==> config.mk <==
export PLATFORM = sky130hd
export DESIGN_NAME = line_drawer
export DESIGN_NICKNAME = d
export VERILOG_FILES = /design/src/fb_pkg.sv /design/src/line_drawer.sv
export SDC_FILE = /design/constraint.sdc
export NUM_CORES = 1
export LEC_CHECK = 0
export BUFFER_PORTS_ARGS = -buffer_cell sky130_fd_sc_hd__buf_4
export CAP_MARGIN = 5
export CORE_ASPECT_RATIO = 1.4
export CORE_MARGIN = 2
export CORE_UTILIZATION = 28
export CTS_CLUSTER_SIZE = 10
export DETAILED_ROUTE_END_ITERATION = 8
export GPL_TIMING_DRIVEN = 0
export PLACE_DENSITY = 0.48
export SYNTH_ARGS = -nofsm -noshare
export SYNTH_HDL_FRONTEND = slang
export SYNTH_SLANG_ARGS = --single-unit
==> constraint.sdc <==
create_clock -name clk_pix -period 2 [get_ports clk_pix]
set_input_delay 0.4 -clock clk_pix [delete_from_list [all_inputs] [get_ports clk_pix]]
set_output_delay 0.4 -clock clk_pix [all_outputs]
set_load 0.005 [all_outputs]
==> src/fb_pkg.sv <==
/* fb_pkg
   shared constants and types for the 640x480 display and the 1-bit framebuffer */
`default_nettype none

package fb_pkg;

    // horizontal timing, in pixels
    localparam int H_ACTIVE = 640;
    localparam int H_FP     = 16;   // front porch
    localparam int H_SYNC   = 96;   // sync width, negative polarity
    localparam int H_BP     = 48;   // back porch
    localparam int H_TOTAL  = H_ACTIVE + H_FP + H_SYNC + H_BP;  // 800

    // vertical timing, in lines
    localparam int V_ACTIVE = 480;
    localparam int V_FP     = 10;
    localparam int V_SYNC   = 2;    // negative polarity too
    localparam int V_BP     = 33;
    localparam int V_TOTAL  = V_ACTIVE + V_FP + V_SYNC + V_BP;  // 525

    // framebuffer sits in the top-left corner of the screen
    localparam int FB_WIDTH  = 160;
    localparam int FB_HEIGHT = 120;
    localparam int FB_PIXELS = FB_WIDTH * FB_HEIGHT;  // 19200 words of 1 bit
    localparam int FB_ADDRW  = 15;

    // widths
    localparam int CORDW = 10;  // enough for 0..799
    localparam int FB_XW = 8;   // column 0..159
    localparam int FB_YW = 7;   // row 0..119
    localparam int COLRW = 4;   // per dvi channel

    typedef logic [CORDW-1:0]    cord_t;
    typedef logic [FB_ADDRW-1:0] fb_addr_t;
    typedef logic [FB_YW-1:0]    fb_y_t;
    typedef logic [COLRW-1:0]    colr_t;

endpackage

`default_nettype wire
==> src/line_drawer.sv <==
/* line_drawer
   latches a row request, waits for the frame pulse and fills that
   framebuffer row with one colour, one pixel per clock */
`default_nettype none
`timescale 1ns/10ps

module line_drawer (
    input  wire logic             clk_pix,
    input  wire logic             rst_n,
    input  wire logic             frame,          // start of vertical blanking
    input  wire logic             draw_start,     // one-cycle request
    input  wire fb_pkg::fb_y_t    line_y,         // row to fill
    input  wire logic             draw_colr,      // 1 paints and 0 erases
    output      logic             busy,
    output      logic             done,           // one cycle after last write
    output      logic             fb_we,
    output      fb_pkg::fb_addr_t fb_addr_write,
    output      logic             fb_colr_write
);

    typedef enum logic [1:0] {
        IDLE,
        ARMED,    // request held until frame
        DRAWING
    } state_t;

    state_t                    state;
    fb_pkg::fb_addr_t          row_base;  // first address of the requested row
    logic [fb_pkg::FB_XW-1:0]  col;       // column being written
    logic                      last_col;

    always_comb begin
        busy     = (state != IDLE);
        last_col = (int'(col) == fb_pkg::FB_WIDTH - 1);
    end

    always_ff @(posedge clk_pix or negedge rst_n) begin
        if (!rst_n) begin
            state <= IDLE;
            fb_we <= 1'b0;
            done  <= 1'b0;
        end else begin
            done <= 1'b0;  // pulse
            case (state)
                IDLE: begin
                    if (draw_start) state <= ARMED;  // busy high next cycle
                end
                ARMED: begin
                    if (frame) begin
                        fb_we <= 1'b1;
                        state <= DRAWING;
                    end
                end
                DRAWING: begin
                    if (last_col) begin
                        fb_we <= 1'b0;  // 160 writes issued
                        done  <= 1'b1;
                        state <= IDLE;
                    end
                end
                default: state <= IDLE;
            endcase
        end
    end

    // request payload and write address
    always_ff @(posedge clk_pix) begin
        if (state == IDLE && draw_start) begin
            row_base      <= fb_pkg::fb_addr_t'(line_y * fb_pkg::FB_WIDTH);
            fb_colr_write <= draw_colr;
        end
        if (state == ARMED && frame) begin
            fb_addr_write <= row_base;
            col           <= '0;
        end else if (state == DRAWING) begin
            fb_addr_write <= fb_addr_write + 1'b1;  // one pixel per clock
            col           <= col + 1'b1;
        end
    end

endmodule

`default_nettype wire

==> impl_metrics.toml <==
[grt]
grt_usage_pct = 10.7
grt_antenna_before_repair = 0
grt_max_degree = 16
first_global_vias = 1332
grt.overflow.total = 0
grt_first_pass_wirelength_um = 6300

[worst_hold_path]
worstHoldPathType = "in2reg"
whs_path_depth = 1

[placed_design]
place_ws_ns = -0.187
place_congestion = 0.782
port_buffers = 30
dpl.hpwl_um = 2780

[power]
ir_drop_mv = 0.478
power.leakage_nw = 0.938
power.density_nw_per_um2 = 1230
total_power_mw = 2.97

[routing]
wl_per_cell_um = 12.1
drc = 0
antenna_left = 0
vias = 1346
drt-total-wl_um = 3750
viasPerCell = 4.36
firstDrtPassIters = 4
drt-initial-drc-count = 41

[clock_network]
cts_setup_buffers = 0
cts_tree = "done"
clkSinkCount = 38
insertion_delay_ns = 0.29
cts_buffers = 5
clk_path_buf_depth = 2
cts_resized = 0
clock-root-buffer = "clkbuf_8"
htreeDepth = 2
clk_pin_slew_ns = 0.08
holdBufCountCts = 1

[timing]
final-setup-viol-count = 0
slew_headroom_pct = 43.4
skew_ns = 0.00898
rsz0062_at_grt = "false"
max_freq_mhz = 530
fin_tns_setup_ns = 0
final_max_slew_viol_count = 0
hold_viol = 0
worst_slew_pin_slew_ns = 0.845
layout_setup_ws_ns = 0.114
period_share_pct = 94.3
min_period_ns = 1.89

[logic_synthesis]
syn_area_um2 = 1950
syn-instance-count = 175
syn_nets = 200
yosysSeqAreaShare_pct = 53.3
synth_seq_cells = 38
ys_warn_count = 0
yosysUniqueCellTypes = 35
synth_fa_ha_area_share_pct = 8.71
synth.area.mux_share_pct = 1.02
synthArstFlopShare_pct = 10.5
synth-xor-area-share_pct = 10.3
synth-edff-count = 26
syn_area_per_cell_um2 = 11.2
synth_top_flop_cell = "edfxtp_1"
synthSimpleGateAreaFrac_pct = 18.1
synth_top_family_by_area = "simple AND/OR/NAND/NOR gates"
synth_compound_area_share_pct = 6.21

[floorplanning]
row_count = 36
fp.dieW_um = 74.6
dieArea_um2 = 7670
start_util_pct = 28.5
core_um2 = 6850
io_pins = 31
fp.dieH_um = 103

[critical_path]
worstPathRequired_ns = 2.04
rr_worst_depth = 2
end_kind = "flop"
cp-start-kind = "primary input"
crit_type = "in2reg"
cp.arrival_ns = 1.93
cp_max_fo = 2

[run_status]
status = "finished, final reports clean"

[cells_and_area]
fillerInstances = 726
n_antenna_cell = 0
syn_to_final_growth_pct = 23.3
drive_gt1_share_pct = 23.4
postLayoutCoreUtil_pct = 35.2
nets = 238

[flow_run]
cap_violations = 0
## kinds of logic (layout without fill, tap and decap cells)
logic type,Yosys count,after routing
flops,38,38
compound gates,21,21
fa+ha+maj,13,13
simple gates,67,67
mux,2,2
xor+xnor,23,23
buf+inv,11,50
## routing by layer
metal | track usage (%) | wire, um | vias up | part of all wire, %
met4 | 4.95 | 25 | 0 | 0.67
met3 | 2.05 | 111 | 4 | 3.0
met2 | 17.8 | 1880 | 24 | 50
met1 | 13.3 | 1730 | 625 | 46
li1 | - | - | 693 | -
met5 | 0 | 0 | - | 0
## power by group
| group | total [mW] | switching (mW) | internal [mW] |
|---|---|---|---|
| clock network | 0.546 | 0.268 | 0.278 |
| registers | 1.47 | 0.270 | 1.20 |
| logic | 0.952 | 0.466 | 0.485 |
| total | 2.97 | 1.00 | 1.96 |
## sequential cells by signal, summed over array words and instances, names as in the netlist
name / flops
col: 8
done: 1
fb_addr_write: 15
fb_colr_write: 1
fb_we: 1
row_base: 10
state: 2
## metrics by stage
step           hold slack [ns]  instance area [um2]  cells
3_3_place_gp             0.198                 2310    300
3_5_place_dp             0.199                 2310    300
5_1_grt                  0.267                 2410    309
4_1_cts                  0.273                 2410    309
6_report                 0.282                 2410    309
2_1_floorplan            0.104                 1960    175
## worst max-delay path, stage by stage
cell	delay, ns
buf_4	0.12
ha_1	0.29
ha_2	0.20
fa_2	0.35
a21o_1	0.18
a21oi_2	0.17
nor2b_1	0.06
o21a_1	0.16
## layout by cell type, fill, tap and decap left out, types with 6 or more instances in the layout
master	synthesis	layout
xor2_1	8	8
clkbuf_8	0	6
o21ai_0	8	8
ha_1	12	11
nor2_1	19	19
inv_1	7	7
edfxtp_1	26	26
xnor2_1	15	15
dfxtp_1	8	8
nand2_1	17	17
buf_4	0	30
## Yosys cell counts, drive strengths merged (4+ instances only)
master  instances  area [um2]
nor2           19        71.3
a21oi           5        25.0
nor3            4        20.0
dfrtp           4         100
nand4           6        52.6
o21ai          11        58.8
ha             12         150
xor2            8        70.1
xnor2          15         131
inv             7        26.3
nand2          17        63.8
nand3           5        30.0
edfxtp         26         781
buf             4        20.0
dfxtp           8         160
## path summary, 6_finish.rpt
| check | startpoint | endpoint | slack (ns) |
|---|---|---|---|
| worst max-delay path | line_y[1] | row_base[14]$_DFFE_PP_ | 0.11 |
| worst min-delay path | draw_colr | fb_colr_write$_DFFE_PP_ | 0.28 |
| worst max register to register | state[0]$_DFFE_PN0P_ | row_base[14]$_DFFE_PP_ | 0.19 |
| worst min register to register | row_base[9]$_DFFE_PP_ | fb_addr_write[9]$_DFFE_PP_ | 0.52 |
| max in group asynchronous | rst_n | state[0]$_DFFE_PN0P_ | 1.47 |
| min in group asynchronous | rst_n | done$_DFF_PN0_ | 0.43 |
## layout make-up
| type | count | area, um2 | area share, % |
|---|---|---|---|
| clock buffers | 7 | 86.3 | 3.59 |
| inverters | 7 | 26.3 | 1.09 |
| multi-input cells | 126 | 875 | 36.3 |
| repair buffers | 31 | 235 | 9.77 |
| well taps | 95 | 119 | 4.94 |
| plain buffers | 4 | 20.0 | 0.832 |
| flip-flops and latches | 38 | 1040 | 43.2 |
| clock inverters | 1 | 5.00 | 0.208 |
Note: power is estimated with default switching activity, not from simulation.
