**src/fb_pkg.sv**
```systemverilog
/* fb_pkg
   shared constants and types for the 640x480 display and the 1-bit framebuffer */
`default_nettype none

package fb_pkg;

    // horizontal timing, in pixels
    localparam int H_ACTIVE = 640;
    localparam int H_FP     = 16;   // front porch
    localparam int H_SYNC   = 96;   // sync width, negative polarity
    localparam int H_BP     = 48;   // back porch
    localparam int H_TOTAL  = H_ACTIVE + H_FP + H_SYNC + H_BP;  // 800

    // vertical timing, in lines
    localparam int V_ACTIVE = 480;
    localparam int V_FP     = 10;
    localparam int V_SYNC   = 2;    // negative polarity too
    localparam int V_BP     = 33;
    localparam int V_TOTAL  = V_ACTIVE + V_FP + V_SYNC + V_BP;  // 525

    // framebuffer sits in the top-left corner of the screen
    localparam int FB_WIDTH  = 160;
    localparam int FB_HEIGHT = 120;
    localparam int FB_PIXELS = FB_WIDTH * FB_HEIGHT;  // 19200 words of 1 bit
    localparam int FB_ADDRW  = 15;

    // widths
    localparam int CORDW = 10;  // enough for 0..799
    localparam int FB_XW = 8;   // column 0..159
    localparam int FB_YW = 7;   // row 0..119
    localparam int COLRW = 4;   // per dvi channel

    typedef logic [CORDW-1:0]    cord_t;
    typedef logic [FB_ADDRW-1:0] fb_addr_t;
    typedef logic [FB_YW-1:0]    fb_y_t;
    typedef logic [COLRW-1:0]    colr_t;

endpackage

`default_nettype wire
```
**src/display_timings.sv**
```systemverilog
/* display_timings
   640x480 screen position counters with negative sync, data enable
   and a frame pulse at the start of vertical blanking */
`default_nettype none
`timescale 1ns/10ps

module display_timings (
    input  wire logic          clk_pix,
    input  wire logic          rst_n,
    output      fb_pkg::cord_t sx,      // horizontal position
    output      fb_pkg::cord_t sy,      // vertical position
    output      logic          hsync,   // low during sync
    output      logic          vsync,
    output      logic          de,      // active picture
    output      logic          frame    // one cycle at sx 0, sy 480
);

    logic line_end;  // last pixel of the line
    logic last_line;

    // sync windows start after the front porch
    logic h_in_sync;
    logic v_in_sync;

    always_comb begin
        line_end  = (sx == fb_pkg::cord_t'(fb_pkg::H_TOTAL - 1));
        last_line = (sy == fb_pkg::cord_t'(fb_pkg::V_TOTAL - 1));
    end

    // free running counters
    always_ff @(posedge clk_pix or negedge rst_n) begin
        if (!rst_n) begin
            sx <= '0;
            sy <= '0;
        end else if (line_end) begin
            sx <= '0;
            // sy only moves when sx wraps
            if (last_line) begin
                sy <= '0;
            end else begin
                sy <= sy + 1'b1;
            end
        end else begin
            sx <= sx + 1'b1;
        end
    end

    always_comb begin
        h_in_sync = (sx >= fb_pkg::cord_t'(fb_pkg::H_ACTIVE + fb_pkg::H_FP))
                 && (sx <  fb_pkg::cord_t'(fb_pkg::H_ACTIVE + fb_pkg::H_FP
                                           + fb_pkg::H_SYNC));      // 656..751
        v_in_sync = (sy >= fb_pkg::cord_t'(fb_pkg::V_ACTIVE + fb_pkg::V_FP))
                 && (sy <  fb_pkg::cord_t'(fb_pkg::V_ACTIVE + fb_pkg::V_FP
                                           + fb_pkg::V_SYNC));      // 490..491
    end

    always_comb begin
        hsync = ~h_in_sync;  // negative polarity
        vsync = ~v_in_sync;
        de    = (sx < fb_pkg::cord_t'(fb_pkg::H_ACTIVE))
             && (sy < fb_pkg::cord_t'(fb_pkg::V_ACTIVE));
        // first blanking line, leaves a full blanking interval for the drawer
        frame = (sy == fb_pkg::cord_t'(fb_pkg::V_ACTIVE)) && (sx == '0);
    end

endmodule

`default_nettype wire

```
**config.mk**
```make
export PLATFORM = sky130hd
export DESIGN_NAME = display_timings
export DESIGN_NICKNAME = d
export VERILOG_FILES = /design/src/fb_pkg.sv /design/src/display_timings.sv
export SDC_FILE = /design/constraint.sdc
export NUM_CORES = 1
export LEC_CHECK = 0
export ABC_AREA = 1
export ABC_CLOCK_PERIOD_IN_PS = 2950
export BUFFER_PORTS_ARGS = -buffer_cell sky130_fd_sc_hd__buf_2
export CAP_MARGIN = 20
export CORE_UTILIZATION = 25
export DETAILED_ROUTE_END_ITERATION = 10
export REMOVE_ABC_BUFFERS = 1
export SYNTH_ARGS = -nofsm -noshare
export SYNTH_HDL_FRONTEND = slang
export SYNTH_SLANG_ARGS = --single-unit
```
**constraint.sdc**
```tcl
create_clock -name clk_pix -period 2.95 [get_ports clk_pix]
set_input_delay 0.4425 -clock clk_pix [delete_from_list [all_inputs] [get_ports clk_pix]]
set_output_delay 0.4425 -clock clk_pix [all_outputs]
set_load 0.02 [all_outputs]
```
==> run_results.csv <==
group,metric,value,unit
outcome,status,"finished, final reports clean",
timing,worst_slew_pin_slew,0.450,ns
timing,setup_viol,0,
run,max_cap_violations,0,
worst_setup_path,timing.rr.end,"sy[6]",
timing,slew_violations,0,
clock_tree,cts_tree,"yes",
clock_tree,path_clk_slew,0.08,ns
grt,overflow,0,
layout,drive_above_1_share,17.5,%
pwr,irDropWorstVdd,113,uV
synth,netlist_area,1230,um2
worst_setup_path,path_max_fanout,6,
routing,wl_per_cell,10.8,um
synth,synth_area_leaders,"dfrtp_1 41%, nand2_1 9.5%, inv_1 7.3%, nor2_1 7.0%, nand3_1 6.1%",
clock_tree,ctsResizeCount,0,
synth,netlist_instances,164,
timing,timing.hold.ws,0.118,ns
pwr,p_leak,0.743,nW
worst_hold_path,hp-class,"in -> async",
pwr,power_density,318,nW/um2
routing,drt-total-wl,2770,um
timing,setup_ws,0.896,ns
routing,via_per_inst,4.38,
grt,grt_max_degree,21,
floorplanning,die_y,72.2,um
clock_tree,cts_setup_buffers,0,
grt,grt_usage,11.5,%
grt,antenna_found_initial,0,
placement,io_buffers,25,
floorplanning,die_area,5210,um2
timing,tns,0,ns
timing,max_freq,0.487,GHz
floorplanning,start_util,26.1,%
worst_setup_path,critPathTopFamily,"flip-flops",
worst_setup_path,ff2ff_path_depth,8,
worst_setup_path,required,2.51,ns
layout,syn_to_final_growth,18.6,%
worst_setup_path,critPathBufInv,2,
floorplanning,coreArea,4720,um2
grt,grt_pass1_vias,1048,
worst_setup_path,cp-end-kind,"output port",
layout,layout.nets,198,
synth,synth-edff-count,0,
synth,ys.warnings.count,0,
synth,synthArstFlopShare,100,%
synth,synth_ff_type,"dfrtp_1",
clock_tree,cts.sinks,20,
layout,antenna_cells,0,
worst_setup_path,ff2ff_setup_slack,1.34,ns
worst_setup_path,crit_arrival,1.61,ns
worst_setup_path,crit_path_start_kind,"flip-flop",
floorplanning,row_count,25,
routing,firstDrtPassIters,4,
worst_setup_path,worstReg2RegStart,"sx[0]",
synth,ys_types,21,
timing,hold_viol_final,0,
worst_setup_path,cp_slowest_cell,"dfrtp_1",
clock_tree,insertion_delay,0.26,ns
worst_setup_path,critical_path.max_stage_delay,0.43,ns
synth,synthTopCellsByCount,"31 x nand2_1, 24 x inv_1, 23 x nor2_1",
floorplanning,die_w,72.2,um
timing,period_share,69.6,%
clock_tree,clock-root-buffer,"clkbuf_8",
placement,dp_slack,1.19,ns
clock_tree,postCtsHoldBufs,0,
placement,dp_hpwl,2130,um
worst_setup_path,critical_path.cell_chain,"inv_1 > ha_1 > nand2_1 > nor3_1 > nand3_1 > nor2_1 > buf_2",
synth,yosys.area.top_type_share,40.7,%
routing,drc,0,
clock_tree,clockBufferDepth,2,
synth,ys_seq_area_share,40.7,%
worst_setup_path,critical_path_class,"reg -> out",
placement,globalplace.congestion,0.779,
timing,slew_headroom,70.0,%
routing,detailroute.via_count,1122,
timing,layout_min_cycle_time,2.05,ns
clock_tree,cts_htree_levels,1,
floorplanning,ios,26,
timing,rsz0062_at_grt,"false",
grt,grt_pass1_wl,4650,um
routing,antenna_left,0,
timing,worst_clock_skew,0.00407,ns
synth,yosysTopAreaCell,"dfrtp_1",
synth,syn_area_per_cell,7.51,um2
routing,dr.first_iter.drc_count,55,
synth,ys_ff_latch,20,
synth,synth_most_common_cell,"nand2_1",
clock_tree,cts-buffers-inserted,3,
worst max path at each step:
| stage | start | to | depth (start not counted) |
|---|---|---|---|
| 6_report | sy[0] | frame | 7 |
| 3_5_place_dp | sy[0] | frame | 7 |
| 5_1_grt | sy[0] | frame | 7 |
| 2_1_floorplan | sy[0] | frame | 6 |
| 3_3_place_gp | sy[0] | frame | 7 |
| 4_1_cts | sy[0] | frame | 7 |
logic make-up (layout without fill, tap and decap cells):
group	Yosys count	in the layout	synth area share, %
AO/OA/AOI/OAI	14	14	5.89
XOR/XNOR	8	8	5.69
adder cells (fa/ha/maj)	5	5	5.08
buffers and inverters	28	53	9.35
flip-flops	20	20	40.7
AND/OR/NAND/NOR	89	89	33.3
power breakdown:
group / switching (mW) / internal [mW] / total (mW)
registers: 0 / 0.274 / 0.274
clock network: 0.0938 / 0.0912 / 0.185
logic: 0.00514 / 0.000476 / 0.00562
total: 0.0989 / 0.366 / 0.464
worst register-to-register path: cells and delay by family, from the launching register on:
family / cells / cell delay [ns]
simple gates: 5 / 0.67
flops: 1 / 0.43
fa+ha+maj: 1 / 0.23
buf+inv: 1 / 0.11
compound gates: 1 / 0.07
cell usage in the layout (no fill, tap or decap):
| cell | Yosys | routed |
|---|---|---|
| ha_1 | 5 | 5 |
| o21ai_0 | 12 | 12 |
| nor2_1 | 23 | 23 |
| inv_2 | 1 | 1 |
| nand3_1 | 15 | 15 |
| nand3_2 | 1 | 1 |
| xor2_1 | 7 | 7 |
| nor4_1 | 1 | 1 |
| a21oi_1 | 1 | 1 |
| buf_2 | 2 | 25 |
| clkbuf_8 | 0 | 3 |
| nor3_1 | 7 | 7 |
| nand2_2 | 1 | 1 |
| nor2_4 | 2 | 2 |
| nand4_1 | 6 | 6 |
| dfrtp_1 | 20 | 20 |
| xnor2_1 | 1 | 1 |
| a21boi_0 | 1 | 1 |
| nand2_1 | 31 | 31 |
| inv_1 | 24 | 24 |
| nand3b_1 | 2 | 2 |
through the flow:
stage / total power, mW / utilization, % / cells / instance area, um2
finish: 0.464 / 30.9 / 256 / 1460
global route: 0.480 / 30.9 / 256 / 1460
CTS: 0.469 / 30.9 / 256 / 1460
detailed placement: 0.286 / 30.0 / 253 / 1420
global placement: 0.286 / 30.0 / 253 / 1420
floorplan: 0.279 / - / 161 / 1210
flip-flops by register name, summed over array words and instances, names as in the netlist:
register and cells:
sy 10, sx 10
routing by layer:
layer	global-route usage [%]	wire (um)	part of all wire, %
met1	15.7	1330	48
met2	17.8	1270	46
met3	1.67	99	3.6
met4	5.88	61	2.2
met5	0	0	0
final cells by class:
class,count,area [um2]
flip-flops and latches,20,500
repair buffers,25,125
inverters,25,93.8
clock buffers,3,41.3
multi-input cells,116,616
well taps,67,83.8
fillers,511,3260
(Power assumes the default switching activity.)
