==> src/fb_pkg.sv <==
/* fb_pkg
   shared constants and types for the 640x480 display and the 1-bit framebuffer */
`default_nettype none

package fb_pkg;

    // horizontal timing, in pixels
    localparam int H_ACTIVE = 640;
    localparam int H_FP     = 16;   // front porch
    localparam int H_SYNC   = 96;   // sync width, negative polarity
    localparam int H_BP     = 48;   // back porch
    localparam int H_TOTAL  = H_ACTIVE + H_FP + H_SYNC + H_BP;  // 800

    // vertical timing, in lines
    localparam int V_ACTIVE = 480;
    localparam int V_FP     = 10;
    localparam int V_SYNC   = 2;    // negative polarity too
    localparam int V_BP     = 33;
    localparam int V_TOTAL  = V_ACTIVE + V_FP + V_SYNC + V_BP;  // 525

    // framebuffer sits in the top-left corner of the screen
    localparam int FB_WIDTH  = 160;
    localparam int FB_HEIGHT = 120;
    localparam int FB_PIXELS = FB_WIDTH * FB_HEIGHT;  // 19200 words of 1 bit
    localparam int FB_ADDRW  = 15;

    // widths
    localparam int CORDW = 10;  // enough for 0..799
    localparam int FB_XW = 8;   // column 0..159
    localparam int FB_YW = 7;   // row 0..119
    localparam int COLRW = 4;   // per dvi channel

    typedef logic [CORDW-1:0]    cord_t;
    typedef logic [FB_ADDRW-1:0] fb_addr_t;
    typedef logic [FB_YW-1:0]    fb_y_t;
    typedef logic [COLRW-1:0]    colr_t;

endpackage

`default_nettype wire
==> src/fb_scanout.sv <==
/* fb_scanout
   walks the framebuffer in step with the screen position and turns
   each bit into 4-bit dvi colour, with sync delayed to match the RAM */
`default_nettype none
`timescale 1ns/10ps

module fb_scanout (
    input  wire logic             clk_pix,
    input  wire logic             rst_n,
    input  wire fb_pkg::cord_t    sx,
    input  wire fb_pkg::cord_t    sy,
    input  wire logic             hsync,
    input  wire logic             vsync,
    input  wire logic             de,
    input  wire logic             frame,
    output      fb_pkg::fb_addr_t fb_addr_read,
    input  wire logic             fb_colr_read,
    output      logic             dvi_hsync,
    output      logic             dvi_vsync,
    output      logic             dvi_de,
    output      fb_pkg::colr_t    dvi_r,
    output      fb_pkg::colr_t    dvi_g,
    output      fb_pkg::colr_t    dvi_b
);

    logic paint;     // current position lies in the framebuffer
    logic paint_q;   // aligned with RAM data
    logic pix_on;

    always_comb begin
        paint = (sx < fb_pkg::cord_t'(fb_pkg::FB_WIDTH))
             && (sy < fb_pkg::cord_t'(fb_pkg::FB_HEIGHT));
    end

    // address starts at 0, so no extra latency at the top-left pixel
    always_ff @(posedge clk_pix or negedge rst_n) begin
        if (!rst_n) begin
            fb_addr_read <= '0;
        end else if (frame) begin
            fb_addr_read <= '0;  // rewind once per frame
        end else if (paint) begin
            fb_addr_read <= fb_addr_read + 1'b1;
        end
    end

    // one register stage for the RAM read
    always_ff @(posedge clk_pix or negedge rst_n) begin
        if (!rst_n) begin
            paint_q   <= 1'b0;
            dvi_hsync <= 1'b1;  // idle high
            dvi_vsync <= 1'b1;
            dvi_de    <= 1'b0;
        end else begin
            paint_q   <= paint;
            dvi_hsync <= hsync;
            dvi_vsync <= vsync;
            dvi_de    <= de;
        end
    end

    // 1-bit pixel expands to full white on every channel
    always_comb begin
        pix_on = paint_q & fb_colr_read;  // outside the area reads are ignored
        dvi_r  = pix_on ? '1 : '0;
        dvi_g  = pix_on ? '1 : '0;
        dvi_b  = pix_on ? '1 : '0;
    end

endmodule

`default_nettype wire

==> config.mk <==
export PLATFORM = sky130hd
export DESIGN_NAME = fb_scanout
export DESIGN_NICKNAME = d
export VERILOG_FILES = /design/src/fb_pkg.sv /design/src/fb_scanout.sv
export SDC_FILE = /design/constraint.sdc
export NUM_CORES = 1
export LEC_CHECK = 0
export ABC_AREA = 1
export BUFFER_PORTS_ARGS = -buffer_cell sky130_fd_sc_hd__buf_4
export CORE_MARGIN = 1.5
export CORE_UTILIZATION = 49
export DETAILED_ROUTE_END_ITERATION = 8
export HOLD_SLACK_MARGIN = 0.15
export PLACE_DENSITY = 0.84
export SYNTH_ARGS = -nofsm -noshare
export SYNTH_HDL_FRONTEND = slang
export SYNTH_SLANG_ARGS = --single-unit
==> constraint.sdc <==
create_clock -name clk_pix -period 3 [get_ports clk_pix]
set_clock_uncertainty 0.15 [all_clocks]
set_input_delay 0.6 -clock clk_pix [delete_from_list [all_inputs] [get_ports clk_pix]]
set_output_delay 0.6 -clock clk_pix [all_outputs]
set_load 0.1 [all_outputs]
==> flow_metrics.py, run 1 <==
metrics = {
    "route": {
        "dr.pass1.iters": 4,
        "ant_nets": 0,
        "drc": 0,
        "post_drt_wl_per_cell_um": 11.8,
        "vias": 1182,
        "wirelength_um": 2640,
        "via_per_inst": 5.28,
        "drt_iter0_markers": 26,
    },
    "critical_path": {
        "critPathCaptureType": "output port",
        "crit_type": "primary input to output port",
        "crit_required_ns": 2.25,
        "worstPathArrival_ns": 1.29,
        "cp_max_fo": 12,
        "crit_path_start_kind": "primary input",
    },
    "grt": {
        "grt_antenna_before_repair": 0,
        "grt_pass1_wl_um": 4420,
        "grt_usage": 0.216,
        "grt_max_degree": 20,
        "gr-total-overflow": 0,
        "grt_pass1_vias": 1086,
    },
    "cells_and_area": {
        "syn2layout_area_growth_pct": 25.8,
        "ff_latch_area_sq_um": 478,
        "finalNetCount": 225,
        "mostFrequentLayoutCell": "buf_4",
        "n_antenna_cell": 0,
        "drive_gt1_frac": 0.337,
        "final_cell_mix": "buf_4 (48), nand2_1 (46), dfrtp_1 (17), nand3_1 (16), inv_1 (14)",
        "nFillCells": 188,
        "multi_input_comb_area_sq_um": 558,
    },
    "die": {
        "placementRows": 17,
        "initial_core_util": 0.533,
        "die_h_um": 52.7,
        "die_area_sq_um": 2780,
        "boundaryPins": 57,
        "core_sq_um": 2280,
        "dieWidth_um": 52.7,
    },
    "clocking": {
        "cts_tree": "built",
        "insertion_delay_ns": 0.31,
        "post_cts_buffers": 0,
        "cts_buffers": 3,
        "cts_buffer_depth": 2,
        "path_clk_slew_ns": 0.12,
        "root_buffer": "clkbuf_4",
        "cts_sinks": 19,
        "htree_levels": 1,
    },
    "hold_path": {
        "hold_class": "primary input to register",
    },
    "pwr": {
        "ir_drop_mv": 0.243,
        "seqPwrFrac": 0.558,
        "p_int_w": 0.000332,
        "p_leak_nw": 0.770,
        "switching_share": 0.289,
        "combPwrFrac": 0.145,
        "clockPowerShare": 0.297,
        "power_density_nw_per_um2": 306,
        "switchingPower_w": 0.000135,
    },
    "yosys": {
        "syn_area_sq_um": 1210,
        "synth_warnings": 0,
        "synth-seq-cells": 19,
        "netlist-cell-type-count": 22,
        "syn_nets": 186,
        "ys_seq_area_frac": 0.394,
        "synth_cells": 158,
        "syn_avg_cell_area_sq_um": 7.67,
    },
    "timing": {
        "slew_headroom": 0.680,
        "finalHoldViolations": 0,
        "period_needed_ns": 2.04,
        "setup_viol": 0,
        "fmax_ghz": 0.491,
        "slew_viol_final": 0,
        "timing.setup.tns_ns": 0,
        "rsz0062_at_grt": "false",
        "period_share": 0.679,
        "timing.hold.ws_ns": 0.233,
        "worst_pin_slew_ns": 0.480,
    },
    "placed_design": {
        "place.gp.congestion": 0.786,
        "hpwl_um": 2000,
        "portBuffers": 48,
    },
    "run": {
        "cap_violations": 0,
    },
    "run_status": {
        "status": "complete, no violations",
    },
}
[worst paths after layout]
kind                       depth (start not counted)                           end                          from  slack (ns)
hold reg to reg                                    2  fb_addr_read[14]$_DFFE_PN0P_  fb_addr_read[14]$_DFFE_PN0P_        0.42
max in group asynchronous                          2           dvi_vsync$_DFF_PN1_                         rst_n        1.90
hold / removal                                     1           dvi_vsync$_DFF_PN1_                         vsync        0.23
setup / recovery                                   4                      dvi_r[3]                  fb_colr_read        0.96
setup reg to reg                                   8  fb_addr_read[12]$_DFFE_PN0P_   fb_addr_read[1]$_DFFE_PN0P_        1.31
min in group asynchronous                          2   fb_addr_read[0]$_DFFE_PN0P_                         rst_n        0.54
[cell type report]
cell class / count / share of cell area
multi-input combinational: 109 / 0.366
sequential: 19 / 0.313
tap: 28 / 0.0230
inverter: 15 / 0.0369
timing repair buffer: 49 / 0.243
clock buffer: 3 / 0.0148
clock inverter: 1 / 0.00328
[metal layers]
| layer | GRT usage | part of all wire | routed length [um] | up-vias |
|---|---|---|---|---|
| li1 | - | - | - | 582 |
| met1 | 0.228 | 0.41 | 1070 | 544 |
| met2 | 0.404 | 0.52 | 1380 | 47 |
| met3 | 0.0400 | 0.052 | 136 | 9 |
| met4 | 0.107 | 0.020 | 52 | 0 |
| met5 | 0 | 0 | 0 | - |
[what timing repair did]
action / 4_1_cts / 5_1_grt
hold buffers: 1 / 0
gates resized for setup: 0 / 0
endpoints found under the hold margin: 17 / 0
[power groups by stage]
| stage | Sequential [W] | Clock (W) | Combinational [W] |
|---|---|---|---|
| after floorplan | 0.000283 | 0 | 0.0000231 |
| after global placement | 0.000265 | 0 | 0.0000667 |
| after detailed placement | 0.000265 | 0 | 0.0000676 |
| after CTS | 0.000260 | 0.000135 | 0.0000686 |
| after global routing | 0.000261 | 0.000147 | 0.0000721 |
| final | 0.000260 | 0.000139 | 0.0000676 |
[cells in the mapped netlist, drive strengths merged]
master	number	area, sq um
inv	15	56.3
a21o	1	7.51
nand3b	1	7.51
buf	15	120
ha	1	12.5
dfrtp	17	425
nand2	48	185
nand3	17	90.1
o21ai	10	50.1
xor2	2	17.5
nand4	11	68.8
dfstp	2	52.6
nor2	16	103
a21oi	1	8.76
o21bai	1	7.51
[worst max-delay path, stage by stage]
cell	delay, ns
buf_4	0.08
nand2_1	0.04
inv_1	0.22
buf_4	0.35
[registers in the layout (all words and copies together) (netlist names)]
register and count:
dvi_de 1, dvi_hsync 1, dvi_vsync 1, fb_addr_read 15, paint_q 1
[metrics by stage]
step,utilization,instances,total power (W),cell area (sq um),worst slack [ns]
2_1_floorplan,-,158,0.000306,1210,0.728
3_3_place_gp,0.654,219,0.000332,1490,0.977
3_5_place_dp,0.654,219,0.000333,1490,0.945
4_1_cts,0.670,224,0.000464,1530,0.941
5_1_grt,0.670,224,0.000480,1530,0.858
6_report,0.670,224,0.000466,1530,0.962
[logic make-up (layout without fill, tap and decap cells)]
family / Yosys count / after routing / share of synthesized area
buf+inv: 30 / 68 / 0.146
fa+ha+maj: 1 / 1 / 0.0103
simple gates: 93 / 93 / 0.375
compound gates: 13 / 13 / 0.0609
xor+xnor: 2 / 2 / 0.0145
flops: 19 / 19 / 0.394
Note: power is estimated with default switching activity, not from simulation.
==> run 2, diff against run 1 <==
--- a/config.mk
+++ b/config.mk
@@ -8,10 +8,10 @@
 export ABC_AREA = 1
 export BUFFER_PORTS_ARGS = -buffer_cell sky130_fd_sc_hd__buf_4
 export CORE_MARGIN = 1.5
-export CORE_UTILIZATION = 49
+export CORE_UTILIZATION = 46
 export DETAILED_ROUTE_END_ITERATION = 8
 export HOLD_SLACK_MARGIN = 0.15
-export PLACE_DENSITY = 0.84
+export PLACE_DENSITY = 0.79
 export SYNTH_ARGS = -nofsm -noshare
 export SYNTH_HDL_FRONTEND = slang
 export SYNTH_SLANG_ARGS = --single-unit
==> constraint.sdc (replaced) <==
create_clock -name clk_pix -period 1.9 [get_ports clk_pix]
set_clock_uncertainty 0.15 [all_clocks]
set_input_delay 0.38 -clock clk_pix [delete_from_list [all_inputs] [get_ports clk_pix]]
set_output_delay 0.38 -clock clk_pix [all_outputs]
set_load 0.1 [all_outputs]
==> flow_metrics.py, run 2 (synthesis gave the netlist of run 1 again) <==
metrics = {
    "route": {
        "dr.pass1.iters": 4,
        "vias": 1196,
        "drc": 0,
        "drt_iter0_markers": 28,
        "via_per_inst": 5.20,
        "ant_nets": 0,
        "post_drt_wl_per_cell_um": 12.0,
        "wirelength_um": 2750,
    },
    "cells_and_area": {
        "finalNetCount": 229,
        "n_antenna_cell": 0,
        "utilization": 0.638,
        "syn2layout_area_growth_pct": 30.4,
        "drive_gt1_frac": 0.380,
        "final_cell_mix": "buf_4 (49), nand2_1 (46), nand3_1 (16), inv_1 (14), nand4_1 (11)",
        "nFillCells": 228,
        "largest_reg_flops": 15,
        "regMostFlops": "fb_addr_read",
        "ff_latch_area_sq_um": 495,
        "stdcell_count": 230,
        "multi_input_comb_area_sq_um": 558,
        "mostFrequentLayoutCell": "buf_4",
    },
    "timing": {
        "finalHoldViolations": 0,
        "period_needed_ns": 1.78,
        "rsz0062_at_grt": "true",
        "setup_viol": 0,
        "slew_viol_final": 0,
        "period_share": 0.939,
        "timing.setup.tns_ns": 0,
        "worst_pin_slew_ns": 0.441,
        "slew_headroom": 0.703,
        "finalWorstSetupSlack_ns": 0.117,
        "fmax_ghz": 0.561,
    },
    "clocking": {
        "cts_tree": "built",
        "cts_sinks": 19,
        "cts_buffers": 3,
        "cts_buffer_depth": 2,
        "post_cts_buffers": 0,
        "root_buffer": "clkbuf_4",
        "cts.repair.resized": 0,
        "path_clk_slew_ns": 0.12,
        "insertion_delay_ns": 0.29,
        "htree_levels": 1,
    },
    "critical_path": {
        "cp-startpoint": "paint_q$_DFF_PN0_",
        "reg2reg_depth": 8,
        "r2r-start": "fb_addr_read[1]$_DFFE_PN0P_",
        "crit_end": "dvi_g[2]",
        "worstPathCellList": "nand2_1 > inv_1 > buf_4",
        "r2r_setup_slack_ns": 0.21,
        "crit_type": "register to output port",
        "crit_path_start_kind": "register",
        "max_stage_delay_ns": 0.35,
        "cp_max_fo": 12,
        "crit_required_ns": 1.37,
        "timing.rr.end": "fb_addr_read[12]$_DFFE_PN0P_",
        "critPathCaptureType": "output port",
        "slowest_stage": "buf_4",
        "worstPathArrival_ns": 1.25,
    },
    "grt": {
        "grt_pass1_wl_um": 4240,
        "grt_usage": 0.195,
        "gr-total-overflow": 0,
        "grt_pass1_vias": 1031,
        "grt_max_degree": 20,
        "grt_antenna_before_repair": 0,
    },
    "placed_design": {
        "dp_slack_ns": 0.184,
        "portBuffers": 48,
        "place.gp.congestion": 0.820,
        "dp.cells": 222,
        "hpwl_um": 2050,
    },
    "die": {
        "dieWidth_um": 54.3,
        "initial_core_util": 0.489,
        "boundaryPins": 57,
        "core_sq_um": 2480,
        "die_h_um": 54.3,
        "die_area_sq_um": 2950,
        "placementRows": 18,
    },
    "pwr": {
        "switching_share": 0.277,
        "switchingPower_w": 0.000204,
        "power_density_nw_per_um2": 466,
        "ir_drop_mv": 0.292,
        "seqPwrFrac": 0.558,
        "p_leak_nw": 0.767,
        "p_int_w": 0.000532,
        "clockPowerShare": 0.286,
        "combPwrFrac": 0.155,
    },
    "run": {
        "cap_violations": 0,
    },
    "run_status": {
        "status": "complete, no violations",
    },
    "hold_path": {
        "hold_class": "primary input to register",
        "hold_depth": 4,
    },
}
[run 2: area by class of cell]
| class | count | share of cell area |
|---|---|---|
| multi-input cells | 109 | 0.353 |
| flip-flops and latches | 19 | 0.313 |
| repair buffers | 53 | 0.258 |
| inverters | 15 | 0.0356 |
| well taps | 30 | 0.0237 |
| clock buffers | 4 | 0.0166 |
[run 2: through the flow]
| stage | hold slack (ns) | power [W] | cell area, sq um |
|---|---|---|---|
| after global routing | 0.266 | 0.000758 | 1580 |
| after floorplan | -0.0656 | 0.000483 | 1230 |
| after detailed placement | 0.119 | 0.000528 | 1520 |
| after CTS | 0.238 | 0.000739 | 1580 |
| after global placement | 0.113 | 0.000526 | 1520 |
| final | 0.240 | 0.000736 | 1580 |
[run 2: how the worst min path moves through the flow]
stage | from | endpoint
6_report | frame | fb_addr_read[7]$_DFFE_PN0P_
5_1_grt | frame | fb_addr_read[2]$_DFFE_PN0P_
4_1_cts | frame | fb_addr_read[2]$_DFFE_PN0P_
3_5_place_dp | rst_n | fb_addr_read[0]$_DFFE_PN0P_
3_3_place_gp | rst_n | fb_addr_read[1]$_DFFE_PN0P_
2_1_floorplan | rst_n | dvi_de$_DFF_PN0_
[run 2: metal layers]
metal,GRT usage,vias to the layer above,wire [um]
met2,0.361,57,1480
li1,-,584,-
met4,0.0667,0,40
met5,0,-,0
met3,0.00820,4,145
met1,0.240,551,1090
[run 2: power by group through the flow]
stage / combinational, W / sequential [W] / clock (W)
after floorplan: 0.0000365 / 0.000447 / 0
after global placement: 0.000107 / 0.000419 / 0
after detailed placement: 0.000109 / 0.000419 / 0
after CTS: 0.000116 / 0.000411 / 0.000212
after global routing: 0.000122 / 0.000411 / 0.000224
final: 0.000114 / 0.000411 / 0.000211
[run 2: critical path: cells and delay by family (launching register included)]
family	cells	cell delay (ns)
buf+inv	2	0.57
flops	1	0.34
simple gates	1	0.05
[run 2: what timing repair did]
item,CTS,global route
setup endpoints to repair,0,12
hold buffers,4,0
endpoints found under the hold margin,22,0
